**config.mk**
```make
export PLATFORM = sky130hd
export DESIGN_NAME = periph_top
export DESIGN_NICKNAME = d
export VERILOG_FILES = /design/src/hw/soc_bus_pkg.sv /design/src/hw/periph_pkg.sv /design/src/hw/periph_top.sv /design/src/hw/periph_result.sv /design/src/hw/periph_execute.sv /design/src/hw/periph_decode.sv /design/src/hw/spi_ctrl.sv /design/src/hw/uart_tx.sv
export SDC_FILE = /design/constraint.sdc
export NUM_CORES = 1
export LEC_CHECK = 0
export ABC_CLOCK_PERIOD_IN_PS = 3200
export BUFFER_PORTS_ARGS = -buffer_cell sky130_fd_sc_hd__clkbuf_2
export CAP_MARGIN = 20
export CORE_ASPECT_RATIO = 1.25
export CORE_UTILIZATION = 45
export DETAILED_ROUTE_END_ITERATION = 7
export HOLD_SLACK_MARGIN = 0.03
export PLACE_DENSITY = 0.8
export SYNTH_ARGS = -nofsm -noshare
export SYNTH_HDL_FRONTEND = slang
export SYNTH_HIERARCHICAL = 1
export SYNTH_SLANG_ARGS = --single-unit
```
**constraint.sdc**
```tcl
create_clock -name clk -period 3.2 [get_ports clk]
set_clock_uncertainty 0.2 [all_clocks]
set_input_delay 0.16 -clock clk [delete_from_list [all_inputs] [get_ports clk]]
set_output_delay 0.16 -clock clk [all_outputs]
set_load 0.03 [all_outputs]
```
**src/hw/soc_bus_pkg.sv**
```systemverilog
// Data-bus types, widths and the peripheral address map.
// Shared by the bus side of the design and by the testbench that drives the bus.
package soc_bus_pkg;

    localparam int addr_w = 28;
    localparam int word_w = 32;
    localparam int byte_w = 8;

    typedef logic [addr_w-1:0] addr_t;
    typedef logic [word_w-1:0] word_t;
    typedef logic [byte_w-1:0] byte_t;
    typedef logic [3:0]        reg_sel_t;

    // Single-cycle request from the core
    typedef struct packed {
        addr_t addr;
        logic  write;
        logic  read;
        word_t wdata;
    } bus_req_t;

    // Register index field inside the address
    localparam int    reg_sel_lsb  = 2;
    localparam int    reg_sel_msb  = 5;
    localparam addr_t reg_sel_mask = 28'h000003C;

    // Every bit outside the index field must match this
    localparam addr_t periph_base = 28'h8000000;

    localparam word_t unmapped_data = 32'hFFFF_FFFF;

    // Register indices, address bits 5:2
    localparam reg_sel_t reg_gpio_out          = 4'h0;
    localparam reg_sel_t reg_gpio_in           = 4'h1;
    localparam reg_sel_t reg_gpio_out_sel      = 4'h3;
    localparam reg_sel_t reg_uart              = 4'h4;
    localparam reg_sel_t reg_uart_status       = 4'h5;
    localparam reg_sel_t reg_debug_uart        = 4'h6;
    localparam reg_sel_t reg_debug_uart_status = 4'h7;
    localparam reg_sel_t reg_spi               = 4'h8;
    localparam reg_sel_t reg_spi_status        = 4'h9;
    localparam reg_sel_t reg_none              = 4'hF;  // Outside the window

endpackage
```
**src/hw/periph_pkg.sv**
```systemverilog
// Peripheral register layouts, bit-rate constants and state encodings.
// Used by the peripheral modules and the testbench checkers.
package periph_pkg;

    // Decoded access as seen by the peripherals
    typedef struct packed {
        soc_bus_pkg::reg_sel_t sel;
        logic                  write;
        logic                  read;
        soc_bus_pkg::word_t    wdata;
    } periph_access_t;

    typedef struct packed {
        logic               uart_busy;
        logic               debug_uart_busy;
        logic               spi_busy;
        soc_bus_pkg::byte_t spi_rdata;
    } periph_status_t;

    typedef struct packed {
        logic uart_txd;
        logic debug_uart_txd;
        logic spi_cs;
        logic spi_sck;
        logic spi_mosi;
        logic spi_dc;
    } periph_pins_t;

    // Clocks per UART bit
    localparam int uart_clks_per_bit       = 32;
    localparam int debug_uart_clks_per_bit = 4;   // Fast debug port

    // SPI write-data fields
    localparam int spi_dc_bit      = 9;
    localparam int spi_end_txn_bit = 8;
    localparam int spi_div_msb     = 1;
    localparam int spi_div_lsb     = 0;
    localparam int spi_miso_bit    = 2;   // Position on ui_in

    typedef logic [1:0] spi_div_t;

    typedef enum logic [1:0] {uart_idle, uart_start, uart_data, uart_stop} uart_state_e;
    typedef enum logic [1:0] {spi_idle, spi_shift, spi_hold} spi_state_e;

endpackage

```
**src/hw/periph_top.sv**
```systemverilog
// Top level of the memory-mapped peripheral block.
// The core drives bus_req; loads return rdata in the same cycle.
module periph_top (
    input  logic                  clk,
    input  logic                  rst_reg_n,
    input  soc_bus_pkg::bus_req_t bus_req,
    output soc_bus_pkg::word_t    rdata,
    input  soc_bus_pkg::byte_t    ui_in,
    output soc_bus_pkg::byte_t    uo_out
);

    periph_pkg::periph_access_t access;
    periph_pkg::periph_pins_t   pins;
    periph_pkg::periph_status_t status;
    soc_bus_pkg::byte_t         gpio_out;
    soc_bus_pkg::byte_t         gpio_out_sel;

    periph_decode decode_i (
        .bus_req (bus_req),
        .access  (access)
    );

    periph_execute execute_i (
        .clk          (clk),
        .rst_reg_n    (rst_reg_n),
        .access       (access),
        .ui_in        (ui_in),
        .pins         (pins),
        .status       (status),
        .gpio_out     (gpio_out),
        .gpio_out_sel (gpio_out_sel)
    );

    periph_result result_i (
        .access_sel   (access.sel),
        .ui_in        (ui_in),
        .pins         (pins),
        .status       (status),
        .gpio_out     (gpio_out),
        .gpio_out_sel (gpio_out_sel),
        .uo_out       (uo_out),
        .rdata        (rdata)
    );

endmodule

```
**src/hw/periph_result.sv**
```systemverilog
// Output-pin mux and read-data mux for the peripheral block.
// Both paths are combinational so a load completes in its strobe cycle.
module periph_result (
    input  soc_bus_pkg::reg_sel_t      access_sel,
    input  soc_bus_pkg::byte_t         ui_in,
    input  periph_pkg::periph_pins_t   pins,
    input  periph_pkg::periph_status_t status,
    input  soc_bus_pkg::byte_t         gpio_out,
    input  soc_bus_pkg::byte_t         gpio_out_sel,
    output soc_bus_pkg::byte_t         uo_out,
    output soc_bus_pkg::word_t         rdata
);

    soc_bus_pkg::byte_t pin_func;   // Peripheral function of each pin

    assign pin_func = {
        2'b00,
        pins.spi_sck,
        pins.spi_cs,
        pins.spi_mosi,
        pins.spi_dc,
        pins.debug_uart_txd,
        pins.uart_txd
    };

    // Per-bit choice between GPIO and peripheral
    assign uo_out = (gpio_out_sel & gpio_out) | (~gpio_out_sel & pin_func);

    always_comb begin
        case (access_sel)
            soc_bus_pkg::reg_gpio_out:
                rdata = soc_bus_pkg::word_t'(uo_out);   // Pin state, not the register
            soc_bus_pkg::reg_gpio_in:
                rdata = soc_bus_pkg::word_t'(ui_in);
            soc_bus_pkg::reg_gpio_out_sel:
                rdata = soc_bus_pkg::word_t'(gpio_out_sel);
            soc_bus_pkg::reg_uart_status:
                rdata = soc_bus_pkg::word_t'(status.uart_busy);
            soc_bus_pkg::reg_debug_uart_status:
                rdata = soc_bus_pkg::word_t'(status.debug_uart_busy);
            soc_bus_pkg::reg_spi:
                rdata = soc_bus_pkg::word_t'(status.spi_rdata);
            soc_bus_pkg::reg_spi_status:
                rdata = soc_bus_pkg::word_t'(status.spi_busy);
            default:
                rdata = soc_bus_pkg::unmapped_data;
        endcase
    end

endmodule

```
**src/hw/periph_execute.sv**
```systemverilog
// Peripheral state: GPIO registers, both UART transmitters and the SPI master.
// Write strobes from the decoded access start the engines and update registers.
module periph_execute (
    input  logic                       clk,
    input  logic                       rst_reg_n,
    input  periph_pkg::periph_access_t access,
    input  soc_bus_pkg::byte_t         ui_in,
    output periph_pkg::periph_pins_t   pins,
    output periph_pkg::periph_status_t status,
    output soc_bus_pkg::byte_t         gpio_out,
    output soc_bus_pkg::byte_t         gpio_out_sel
);

    soc_bus_pkg::byte_t   wbyte;
    periph_pkg::spi_div_t spi_div;
    logic                 uart_start;
    logic                 debug_uart_start;
    logic                 spi_start;
    logic                 spi_config;
    logic                 uart_txd;
    logic                 uart_busy;
    logic                 debug_uart_txd;
    logic                 debug_uart_busy;
    logic                 spi_cs;
    logic                 spi_sck;
    logic                 spi_mosi;
    logic                 spi_dc;
    logic                 spi_busy;
    soc_bus_pkg::byte_t   spi_rdata;

    assign wbyte   = access.wdata[7:0];
    assign spi_div = access.wdata[periph_pkg::spi_div_msb:periph_pkg::spi_div_lsb];

    assign uart_start       = access.write && (access.sel == soc_bus_pkg::reg_uart);
    assign debug_uart_start = access.write && (access.sel == soc_bus_pkg::reg_debug_uart);
    assign spi_start        = access.write && (access.sel == soc_bus_pkg::reg_spi);
    assign spi_config       = access.write && (access.sel == soc_bus_pkg::reg_spi_status);

    always_ff @(posedge clk) begin
        if (!rst_reg_n) begin
            gpio_out     <= '0;
            gpio_out_sel <= '0;   // All pins start on their peripheral function
        end else if (access.write) begin
            if (access.sel == soc_bus_pkg::reg_gpio_out)     gpio_out     <= wbyte;
            if (access.sel == soc_bus_pkg::reg_gpio_out_sel) gpio_out_sel <= wbyte;
        end
    end

    uart_tx #(.clks_per_bit(periph_pkg::uart_clks_per_bit)) uart_i (
        .clk       (clk),
        .rst_reg_n (rst_reg_n),
        .start     (uart_start),
        .data      (wbyte),
        .txd       (uart_txd),
        .busy      (uart_busy)
    );

    uart_tx #(.clks_per_bit(periph_pkg::debug_uart_clks_per_bit)) debug_uart_i (
        .clk       (clk),
        .rst_reg_n (rst_reg_n),
        .start     (debug_uart_start),
        .data      (wbyte),
        .txd       (debug_uart_txd),
        .busy      (debug_uart_busy)
    );

    spi_ctrl spi_i (
        .clk        (clk),
        .rst_reg_n  (rst_reg_n),
        .start      (spi_start),
        .set_config (spi_config),
        .dc_in      (access.wdata[periph_pkg::spi_dc_bit]),
        .end_txn    (access.wdata[periph_pkg::spi_end_txn_bit]),
        .data_in    (wbyte),
        .divider_in (spi_div),
        .miso       (ui_in[periph_pkg::spi_miso_bit]),
        .cs         (spi_cs),
        .sck        (spi_sck),
        .mosi       (spi_mosi),
        .dc         (spi_dc),
        .busy       (spi_busy),
        .data_out   (spi_rdata)
    );

    always_comb begin
        pins.uart_txd       = uart_txd;
        pins.debug_uart_txd = debug_uart_txd;
        pins.spi_cs         = spi_cs;
        pins.spi_sck        = spi_sck;
        pins.spi_mosi       = spi_mosi;
        pins.spi_dc         = spi_dc;
    end

    always_comb begin
        status.uart_busy       = uart_busy;
        status.debug_uart_busy = debug_uart_busy;
        status.spi_busy        = spi_busy;
        status.spi_rdata       = spi_rdata;
    end

endmodule

```
**src/hw/periph_decode.sv**
```systemverilog
// Address decoder for the peripheral window.
// Turns a raw bus request into a register index plus strobes.
module periph_decode (
    input  soc_bus_pkg::bus_req_t      bus_req,
    output periph_pkg::periph_access_t access
);

    logic                  in_window;
    soc_bus_pkg::reg_sel_t index;

    // Bits outside 5:2 must hit the base exactly
    assign in_window = (bus_req.addr & ~soc_bus_pkg::reg_sel_mask) == soc_bus_pkg::periph_base;
    assign index     = bus_req.addr[soc_bus_pkg::reg_sel_msb:soc_bus_pkg::reg_sel_lsb];

    always_comb begin
        access.sel   = in_window ? index : soc_bus_pkg::reg_none;
        access.write = bus_req.write;
        access.read  = bus_req.read;
        access.wdata = bus_req.wdata;
    end

    // Core never loads and stores in the same cycle
    always_comb begin
        assert (!(bus_req.read && bus_req.write))
            else $error("periph_decode: read and write strobes both high");
    end

endmodule

```
**src/hw/spi_ctrl.sv**
```systemverilog
// Mode-0 byte SPI master with chip select, data/command line and a clock divider.
// cs stays low between bytes until a byte is sent with end_txn set.
module spi_ctrl (
    input  logic                 clk,
    input  logic                 rst_reg_n,
    input  logic                 start,
    input  logic                 set_config,
    input  logic                 dc_in,
    input  logic                 end_txn,
    input  soc_bus_pkg::byte_t   data_in,
    input  periph_pkg::spi_div_t divider_in,
    input  logic                 miso,
    output logic                 cs,
    output logic                 sck,
    output logic                 mosi,
    output logic                 dc,
    output logic                 busy,
    output soc_bus_pkg::byte_t   data_out
);

    periph_pkg::spi_state_e state;
    periph_pkg::spi_div_t   divider;
    periph_pkg::spi_div_t   div_cnt;    // Cycles within the current sck half
    logic [2:0]             bit_cnt;
    logic                   end_txn_q;
    logic                   miso_q;
    logic                   go;
    logic                   half_done;
    soc_bus_pkg::byte_t     shift;

    assign busy      = (state == periph_pkg::spi_shift);
    assign go        = start && !busy;
    assign half_done = busy && (div_cnt == divider);
    assign mosi      = shift[7];    // MSB first
    assign data_out  = shift;       // Full received byte once busy drops

    always_ff @(posedge clk) begin
        if (!rst_reg_n) begin
            state     <= periph_pkg::spi_idle;
            divider   <= '0;
            div_cnt   <= '0;
            bit_cnt   <= '0;
            end_txn_q <= 1'b0;
            cs        <= 1'b1;
            sck       <= 1'b0;
            dc        <= 1'b0;
        end else begin
            if (set_config && !busy) divider <= divider_in;

            if (go) begin
                state     <= periph_pkg::spi_shift;
                cs        <= 1'b0;
                dc        <= dc_in;     // Held for the whole byte
                end_txn_q <= end_txn;
                div_cnt   <= '0;
                bit_cnt   <= '0;
            end else if (busy) begin
                div_cnt <= half_done ? '0 : div_cnt + 1'b1;
                if (half_done) begin
                    sck <= !sck;
                    // Falling edge closes a bit
                    if (sck) begin
                        bit_cnt <= bit_cnt + 1'b1;
                        if (bit_cnt == 3'd7) begin
                            state <= end_txn_q ? periph_pkg::spi_idle : periph_pkg::spi_hold;
                            cs    <= end_txn_q;
                        end
                    end
                end
            end
        end
    end

    // Sample on rising sck, shift on falling so MOSI moves only while sck is low
    always_ff @(posedge clk) begin
        if (go)                    shift <= data_in;
        else if (half_done && sck) shift <= {shift[6:0], miso_q};

        if (half_done && !sck) miso_q <= miso;
    end

    assert property (@(posedge clk) disable iff (!rst_reg_n) cs |-> !sck)
        else $error("spi_ctrl: sck active with cs deasserted");

endmodule

```
**src/hw/uart_tx.sv**
```systemverilog
// 8N1 byte transmitter, LSB first, with a fixed number of clocks per bit.
// Pulse start for one cycle with data valid; writes while busy are dropped.
module uart_tx #(
    parameter int clks_per_bit = periph_pkg::uart_clks_per_bit
) (
    input  logic               clk,
    input  logic               rst_reg_n,
    input  logic               start,
    input  soc_bus_pkg::byte_t data,
    output logic               txd,
    output logic               busy
);

    localparam int                 cnt_w    = $clog2(clks_per_bit);
    localparam logic [cnt_w-1:0]   cnt_last = cnt_w'(clks_per_bit - 1);

    periph_pkg::uart_state_e state;
    logic [cnt_w-1:0]        cnt;       // Cycles within the current bit
    logic [2:0]              bit_idx;
    logic                    bit_end;
    soc_bus_pkg::byte_t      shift;

    assign bit_end = (cnt == cnt_last);
    assign busy    = (state != periph_pkg::uart_idle);

    always_ff @(posedge clk) begin
        if (!rst_reg_n) begin
            state   <= periph_pkg::uart_idle;
            cnt     <= '0;
            bit_idx <= '0;
            txd     <= 1'b1;    // Line idles high
        end else begin
            if (!busy || bit_end) cnt <= '0;
            else                  cnt <= cnt + 1'b1;

            case (state)
                periph_pkg::uart_idle: begin
                    if (start) begin
                        state <= periph_pkg::uart_start;
                        txd   <= 1'b0;
                    end
                end
                periph_pkg::uart_start: begin
                    if (bit_end) begin
                        state <= periph_pkg::uart_data;
                        txd   <= shift[0];
                    end
                end
                periph_pkg::uart_data: begin
                    if (bit_end) begin
                        bit_idx <= bit_idx + 1'b1;   // Wraps to 0 after the last bit
                        if (bit_idx == 3'd7) begin
                            state <= periph_pkg::uart_stop;
                            txd   <= 1'b1;
                        end else begin
                            txd <= shift[1];  // Next bit before the shift lands
                        end
                    end
                end
                periph_pkg::uart_stop: begin
                    if (bit_end) state <= periph_pkg::uart_idle;
                end
                default: state <= periph_pkg::uart_idle;
            endcase
        end
    end

    always_ff @(posedge clk) begin
        if (state == periph_pkg::uart_idle && start) shift <= data;
        else if (state == periph_pkg::uart_data && bit_end) shift <= shift >> 1;
    end

    // Line must be high between frames
    assert property (@(posedge clk) disable iff (!rst_reg_n)
        (state == periph_pkg::uart_idle) |-> txd)
        else $error("uart_tx: txd low while idle");

endmodule

```
### Word-level counts from Yosys, hierarchy flattened

Cells that the tools add are included.

* register bits after elaboration: 73
* input port bits: 72
* output and inout bits: 40
* word-level logic and storage cells: 157

* add/sub/neg operators: 6
* equal/unequal tests: 32
* mux-type cells: 42
* bitwise operators: 6
* reduce and logical (&&, ||, !) cells: 48

Operator list (count)
* $pmux 32 s7: 1
* $mux 8: 6
* $eq 24x24->1 const B: 1
* $mux 2: 12
* $ne 2x2->1 const B: 10
* $mux 1: 18
* $reduce_bool 2->1: 9
* $eq 4x3->1 const B: 4
* $pmux 2 s4: 2
* $reduce_and 4->1: 4
* $logic_and 1x1->1: 13
* $eq 2x2->1 const B: 5
* $reduce_and 5->1: 2
* $add 3x1->3 const B: 3
* $eq 3x3->1 const B: 3
* $and 8x6->8: 1
* $and 8x8->8: 1
* $eq 4x4->1 const B: 2
* $not 8->8: 1
* $or 8x8->8: 1
* $reduce_and 2->1: 4
* $eq 2x1->1 const B: 3
* $pmux 1 s3: 2
* $reduce_and 3->1: 2
* other kinds (14): 24

### Longest topological paths before layout

Gate-level depths: netlist of run 1.

* word-level depth: 7
* gate-level depth with buffers: 9
* depth with buffers taken out: 8

### Cells and area by module

The synthesis of run 1 kept the hierarchy.

By module, submodules not included
* spi_ctrl: instances 1, cells an instance 81, area an instance 1027.2 sq um, sequential area each 530.5 sq um
* uart_tx at execute_i.uart_i: instances 1, cells an instance 80, area an instance 914.6 sq um, sequential area each 460.4 sq um
* uart_tx at execute_i.debug_uart_i: instances 1, cells an instance 70, area an instance 827.0 sq um, sequential area each 400.4 sq um
* periph_execute: instances 1, cells an instance 78, area an instance 725.7 sq um, sequential area each 320.3 sq um
* periph_result: instances 1, cells an instance 86, area an instance 636.9 sq um, sequential area each 0.0 sq um
* periph_decode: instances 1, cells an instance 46, area an instance 355.3 sq um, sequential area each 0.0 sq um

### Worst setup path before layout of run 1

Ideal clock, no wire load.

* kind: input to output
* start point: input bus_req[59] in the netlist's numbering
* end point: output rdata[10]
* arrival time: 2.801 ns
* required time: 2.840 ns
* slack: 0.039 ns
* stages: 7
* buffers on the path: 2
* cell sequence: nor4b_2 nand4_1 or3_1 buf_6 nor2b_1 nor2_1 buf_4

RTL lines
* from (decl): RTL line periph_top.sv:6 `input soc_bus_pkg::bus_req_t bus_req,`
* to (decl): RTL line periph_top.sv:7 `output soc_bus_pkg::word_t rdata,`

==> impl_metrics.csv, run 1 <==
group,metric,value,unit
run,maxCapViolations,0,
floorplan,initial_core_util,46.8,%
clocking,clock_latency,0.33,ns
critical_path,critical_path.max_stage_delay,0.57,ns
logic_synthesis,postSynthCellCount,418,
critical_path,cp_top_family,"simple AND/OR/NAND/NOR gates",
routing,wire_per_inst,15.1,microns
critical_path,crit_buf_inv,2,
timing,hold_viol_final,0,
critical_path,cp-end-kind,"output pin",
critical_path,cp_data_arrival_time,2.59,ns
power_and_ir_drop,p_total,1.93,mW
critical_path,crit_fanout,9,
logic_synthesis,syn_nets,511,
global_routing,grt_pass1_vias,3142,
timing,tightest_slew,1.02,ns
global_routing,grt_usage,19.8,%
routing,vias,3281,
placed_design,hpwl,6.93,mm
logic_synthesis,yosys_warnings,6,
timing,fin_setup_tns,0,ns
routing,drtPass1Iterations,4,
cells_and_area,stdcell_area,0.00494,sq mm
power_and_ir_drop,p_per_area,392,mW/mm^2
floorplan,rows,39,
cells_and_area,syn_to_final_growth,14.5,%
critical_path,worst_setup_path_start_kind,"input port",
floorplan,core,0.00922,sq mm
routing,drt-total-wl,9.24,mm
logic_synthesis,synth.avg_cell_area,10.3,sq um
global_routing,grt_pass1_wl,14.9,mm
critical_path,path_cells,"clkbuf_2 -> nor4_2 -> nand4_1 -> or3_1 -> or2_0 -> a222oi_1 -> o311ai_1 -> clkbuf_2",
outcome,outcome,"finished, final reports clean",
timing,post-route-period-util,92.2,%
clocking,cts_buffers,9,
clocking,htree_num_levels,3,
critical_path,critPathKind,"input port to output pin",
clocking,postCtsSetupBuffers,0,
global_routing,grt_max_degree,56,
routing,antenna_left,0,
timing,min_period,2.95,ns
cells_and_area,nets,575,
routing,via_per_inst,5.38,
power_and_ir_drop,irDropWorstVdd,0.257,mV
placed_design,port_buffers,88,
placed_design,place_area,0.00455,sq mm
timing,setup_violations,0,
power_and_ir_drop,power.leakage,2.02,nW
timing,timing.final.max_slew_violations,0,
floorplan,top_level_ports,112,
critical_path,crit_top_cell,"clkbuf_2",
placed_design,place_congestion,0.856,
floorplan,die_y,111,microns
floorplan,dieArea,0.00998,sq mm
timing,rsz0062_at_grt,"no",
clocking,cts_tree,"yes",
routing,drtIter0Drc,205,
timing,fmax,339,MHz
logic_synthesis,synthesis.area,0.00431,sq mm
global_routing,gr-total-overflow,0,
critical_path,crit_slowest_cell,"or3_1",
hold_path,min_path_type,"input port to flip-flop",
global_routing,grt_antenna_before_repair,0,
routing,drc_errors,0,
clocking,clk_path_buf_depth,2,
clocking,root_buffer,"clkbuf_16",
timing,slew_headroom,32.2,%
cells_and_area,n_antenna_cell,0,
clocking,cts.sinks,73,
floorplan,die_x,89.6,microns
cells_and_area,layout-drive-gt1-share,34.7,%
clocking,path_clk_slew,0.06,ns
critical_path,required,2.84,ns
stage by stage:
| stage | setup WS, ns | utilization (%) | cells | hold WS [ns] |
|---|---|---|---|---|
| detailed placement | 0.150 | 49.3 | 583 | 0.182 |
| finish | 0.250 | 53.5 | 610 | 0.169 |
| CTS | 0.151 | 53.5 | 610 | 0.164 |
| floorplan | 0.0390 | - | 418 | 0.0384 |
| global placement | 0.340 | 49.3 | 583 | 0.179 |
| global route | 0.0499 | 53.5 | 610 | 0.173 |
area by class of cell:
class | count | area, sq um
clock buffer | 10 | 229
clock inverter | 6 | 42.5
timing repair buffer | 108 | 618
multi-input combinational | 277 | 2130
fill | 792 | 4280
tap | 123 | 154
sequential | 73 | 1710
inverter | 13 | 53.8
power breakdown:
part	switching, mW	internal (mW)	leakage [nW]
clock	0.383	0.527	0.137
combinational	0.0363	0.0360	1.33
sequential	0.00000000000000628	0.952	0.559
timing repair:
item	in CTS	in global routing
endpoints found under the hold margin	23	0
hold buffers	11	0
setup endpoints to repair	0	1
gates resized for setup	0	1
layout by cell type, fill, tap and decap left out, types with 11 or more instances in the layout:
| master | count |
|---|---|
| nand3_1 | 12 |
| dlygate4sd3_1 | 11 |
| a21oi_1 | 12 |
| edfxtp_1 | 25 |
| mux2_2 | 24 |
| clkbuf_2 | 88 |
| nand2_1 | 56 |
| mux2i_1 | 22 |
| ha_1 | 21 |
| dfxtp_1 | 48 |
| inv_1 | 12 |
| nor2_1 | 16 |
sequential cells by signal (all words and copies together) (netlist names), 2 cells and up:
| name | count |
|---|---|
| execute_i/debug_uart_i/shift | 8 |
| execute_i/gpio_out | 8 |
| execute_i/gpio_out_sel | 8 |
| execute_i/spi_i/data_out | 8 |
| execute_i/uart_i/shift | 8 |
| execute_i/uart_i/cnt | 5 |
| execute_i/debug_uart_i/bit_idx | 3 |
| execute_i/spi_i/bit_cnt | 3 |
| execute_i/uart_i/bit_idx | 3 |
| execute_i/debug_uart_i/cnt | 2 |
| execute_i/debug_uart_i/state | 2 |
| execute_i/spi_i/div_cnt | 2 |
| execute_i/spi_i/divider | 2 |
| execute_i/spi_i/state | 2 |
| execute_i/uart_i/state | 2 |
final timing paths:
| kind | end | slack [ns] | cells past startpoint | startpoint |
|---|---|---|---|---|
| max | rdata[0] | 0.25 | 8 | bus_req[34] |
| min | execute_i/spi_i/divider[0] | 0.17 | 5 | bus_req[33] |
| max reg2reg | execute_i/uart_i/txd | 1.16 | 5 | execute_i/uart_i/state[0] |
| min reg2reg | execute_i/debug_uart_i/cnt[0] | 0.23 | 1 | execute_i/debug_uart_i/cnt[0] |
worst min-delay path: stages:
cell and delay [ns]:
clkbuf_2 0.10, nand3b_1 0.12, nor3b_1 0.10, nand3_1 0.09, a21boi_0 0.07
metal layers:
| metal | global-route usage (%) | vias up | share of wire, % |
|---|---|---|---|
| met4 | 9.52 | 0 | 3.0 |
| met3 | 3.63 | 22 | 6.0 |
| met5 | 0 | - | 0 |
| li1 | - | 1578 | - |
| met1 | 23.6 | 1538 | 39 |
| met2 | 33.5 | 143 | 52 |
(Power assumes the default switching activity.)
==> inputs of run 2 (changes only) <==
Settings changed: ABC_CLOCK_PERIOD_IN_PS 3200 to 2500, BUFFER_PORTS_ARGS -buffer_cell sky130_fd_sc_hd__clkbuf_2 to -buffer_cell sky130_fd_sc_hd__buf_2, PLACE_DENSITY 0.8 to 0.83.
Clock period 3.2 ns to 2.5 ns, I/O delays scaled along.
==> run 2 against run 1 <==
The flow now finishes with violations (negative setup slack). Cell area rose by 9.6%. Flip-flop and latch count stayed put. Global-route usage up 1.1 points. Clock power rose by 49%. Worst hold slack got worse by 0.082 ns. Critical path depth stayed put. Sequential power rose by 28%. Via count increased by 6.6%. Largest power group is now the clock network.
==> impl_metrics.csv, run 2 (synthesis results as in run 1) <==
group,metric,value,unit
hold_path,min_path_type,"input port to flip-flop",
global_routing,gr-total-overflow,0,
critical_path,required,2.17,ns
clocking,cts_tree,"yes",
outcome,outcome,"complete, but fails checks",
clocking,cts_buffers,9,
routing,routed.top_layer,"met4",
power_and_ir_drop,power.leakage,2.21,nW
cells_and_area,multi_input_area,0.00226,sq mm
timing,rsz0062_at_grt,"yes",
routing,met2WireLength,5.22,mm
cells_and_area,final_common_cell,"buf_2",
placed_design,port_buffers,88,
cells_and_area,syn_to_final_growth,25.4,%
clocking,htree_num_levels,3,
global_routing,grt_antenna_before_repair,0,
power_and_ir_drop,irDropWorstVdd,0.339,mV
routing,antenna_left,0,
cells_and_area,regArea,0.00171,sq mm
routing,drtIter0Drc,197,
power_and_ir_drop,p_per_area,496,mW/mm^2
cells_and_area,final_core_util,58.7,%
clocking,path_clk_slew,0.06,ns
floorplan,die_x,89.6,microns
floorplan,top_level_ports,112,
critical_path,cp-end-kind,"output pin",
critical_path,critPathKind,"input port to output pin",
critical_path,crit_fanout,4,
routing,drc_errors,0,
placed_design,place_congestion,0.801,
global_routing,grt_max_degree,35,
power_and_ir_drop,internal-power,2.15,mW
placed_design,dp_slack,-0.228,ns
timing,slew_headroom,62.2,%
placed_design,hpwl,7.01,mm
cells_and_area,n_antenna_cell,0,
floorplan,core,0.00922,sq mm
global_routing,grt_pass1_vias,3339,
power_and_ir_drop,comb_power_share,4.0,%
routing,drt-total-wl,10.3,mm
cells_and_area,nFillCells,725,
timing,postLayoutSetupSlackWorst,-0.0755,ns
clocking,cts.sinks,73,
timing,min_period,2.58,ns
floorplan,dieArea,0.00998,sq mm
clocking,root_buffer,"clkbuf_16",
critical_path,worst_setup_path_start_kind,"input port",
clocking,clock_latency,0.34,ns
global_routing,grt_usage,20.9,%
routing,wl_met3,759,microns
power_and_ir_drop,pwr-share-seq,45.4,%
routing,drt-met1-wl,3.95,mm
timing,fmax,388,MHz
cells_and_area,layout-drive-gt1-share,40.5,%
clocking,clk_path_buf_depth,2,
cells_and_area,final_cell_mix,"buf_2, nand2_1, dfxtp_1",
run,maxCapViolations,0,
floorplan,initial_core_util,46.8,%
power_and_ir_drop,swShare,20.0,%
timing,hold_viol_final,0,
critical_path,cp_data_arrival_time,2.25,ns
power_and_ir_drop,clkPwrFrac,50.6,%
routing,via_per_inst,5.49,
timing,setup_violations,2,
timing,post-route-period-util,103,%
floorplan,die_y,111,microns
global_routing,grt_pass1_wl,15.7,mm
timing,tightest_slew,0.568,ns
routing,wire_per_inst,16.2,microns
power_and_ir_drop,p_switching,0.537,mW
routing,vias,3499,
routing,drtPass1Iterations,6,
timing,timing.final.max_slew_violations,0,
cells_and_area,nets,602,
outcome,violations,"negative setup slack",
floorplan,rows,39,
run 2: cell types whose count changed in the layout (fill, tap and decap cells not counted), sizes merged:
| cell | delta |
|---|---|
| buf | +114 |
| clkinv | -3 |
| inv | -1 |
| nor2 | +1 |
| clkbuf | -87 |
| bufinv | +2 |
| clkinvlp | +1 |
run 2: final timing paths:
| kind | startpoint | to | slack, ns | cells past startpoint |
|---|---|---|---|---|
| setup / recovery | bus_req[35] | rdata[0] | -0.08 | 8 |
| hold / removal | rst_reg_n | execute_i/spi_i/cs | 0.09 | 2 |
| setup reg to reg | execute_i/uart_i/state[0] | execute_i/uart_i/txd | 0.46 | 5 |
| hold reg to reg | execute_i/debug_uart_i/cnt[0] | execute_i/debug_uart_i/cnt[0] | 0.24 | 1 |
run 2: final cells by class:
class,count,share of cell area (%)
inverters,13,0.994
repair buffers,134,17.0
clock buffers,11,4.30
multi-input cells,278,41.8
clock inverters,5,1.48
flip-flops and latches,73,31.6
well taps,123,2.84
run 2: routing by layer:
layer	GRT usage [%]	vias up
met1	23.7	1639
met4	9.74	0
li1	-	1635
met5	0	-
met3	5.93	35
met2	35.5	190
run 2: power groups by stage:
| stage | logic, mW | clock network (mW) | registers, mW |
|---|---|---|---|
| 3_3_place_gp | 0.0788 | 0 | 1.24 |
| 2_1_floorplan | 0.0363 | 0 | 1.24 |
| 4_1_cts | 0.102 | 1.38 | 1.22 |
| 3_5_place_dp | 0.0807 | 0 | 1.24 |
| 6_report | 0.108 | 1.36 | 1.22 |
| 5_1_grt | 0.115 | 1.44 | 1.22 |
run 2: through the flow:
| step | cells | setup TNS [ns] | power (mW) | hold slack, ns | cell area [sq um] |
|---|---|---|---|---|---|
| after floorplan | 418 | -0.937 | 1.28 | 0.00336 | 4320 |
| after CTS | 631 | -0.452 | 2.70 | 0.0727 | 5240 |
| final | 637 | -0.0825 | 2.68 | 0.0864 | 5410 |
| after global routing | 637 | -0.233 | 2.77 | 0.116 | 5410 |
| after global placement | 603 | -1.65 | 1.32 | 0.141 | 4730 |
| after detailed placement | 603 | -4.20 | 1.33 | 0.141 | 4730 |
run 2: worst max-delay path, cell delays in order:
cell and delay, ns:
buf_6 0.09, nor4_4 0.26, nand4_1 0.19, or3_4 0.44, or2_4 0.27, a222oi_1 0.46, o311ai_2 0.20, buf_4 0.21
run 2: repair_timing:
item / CTS / global route
pin swaps: 5 / 11
cloned: 0 / 1
hold endpoints to repair: 43 / 0
hold buffers: 11 / 0
buffers inserted: 2 / 5
gates resized for setup: 17 / 33
endpoints found under the setup margin: 32 / 50
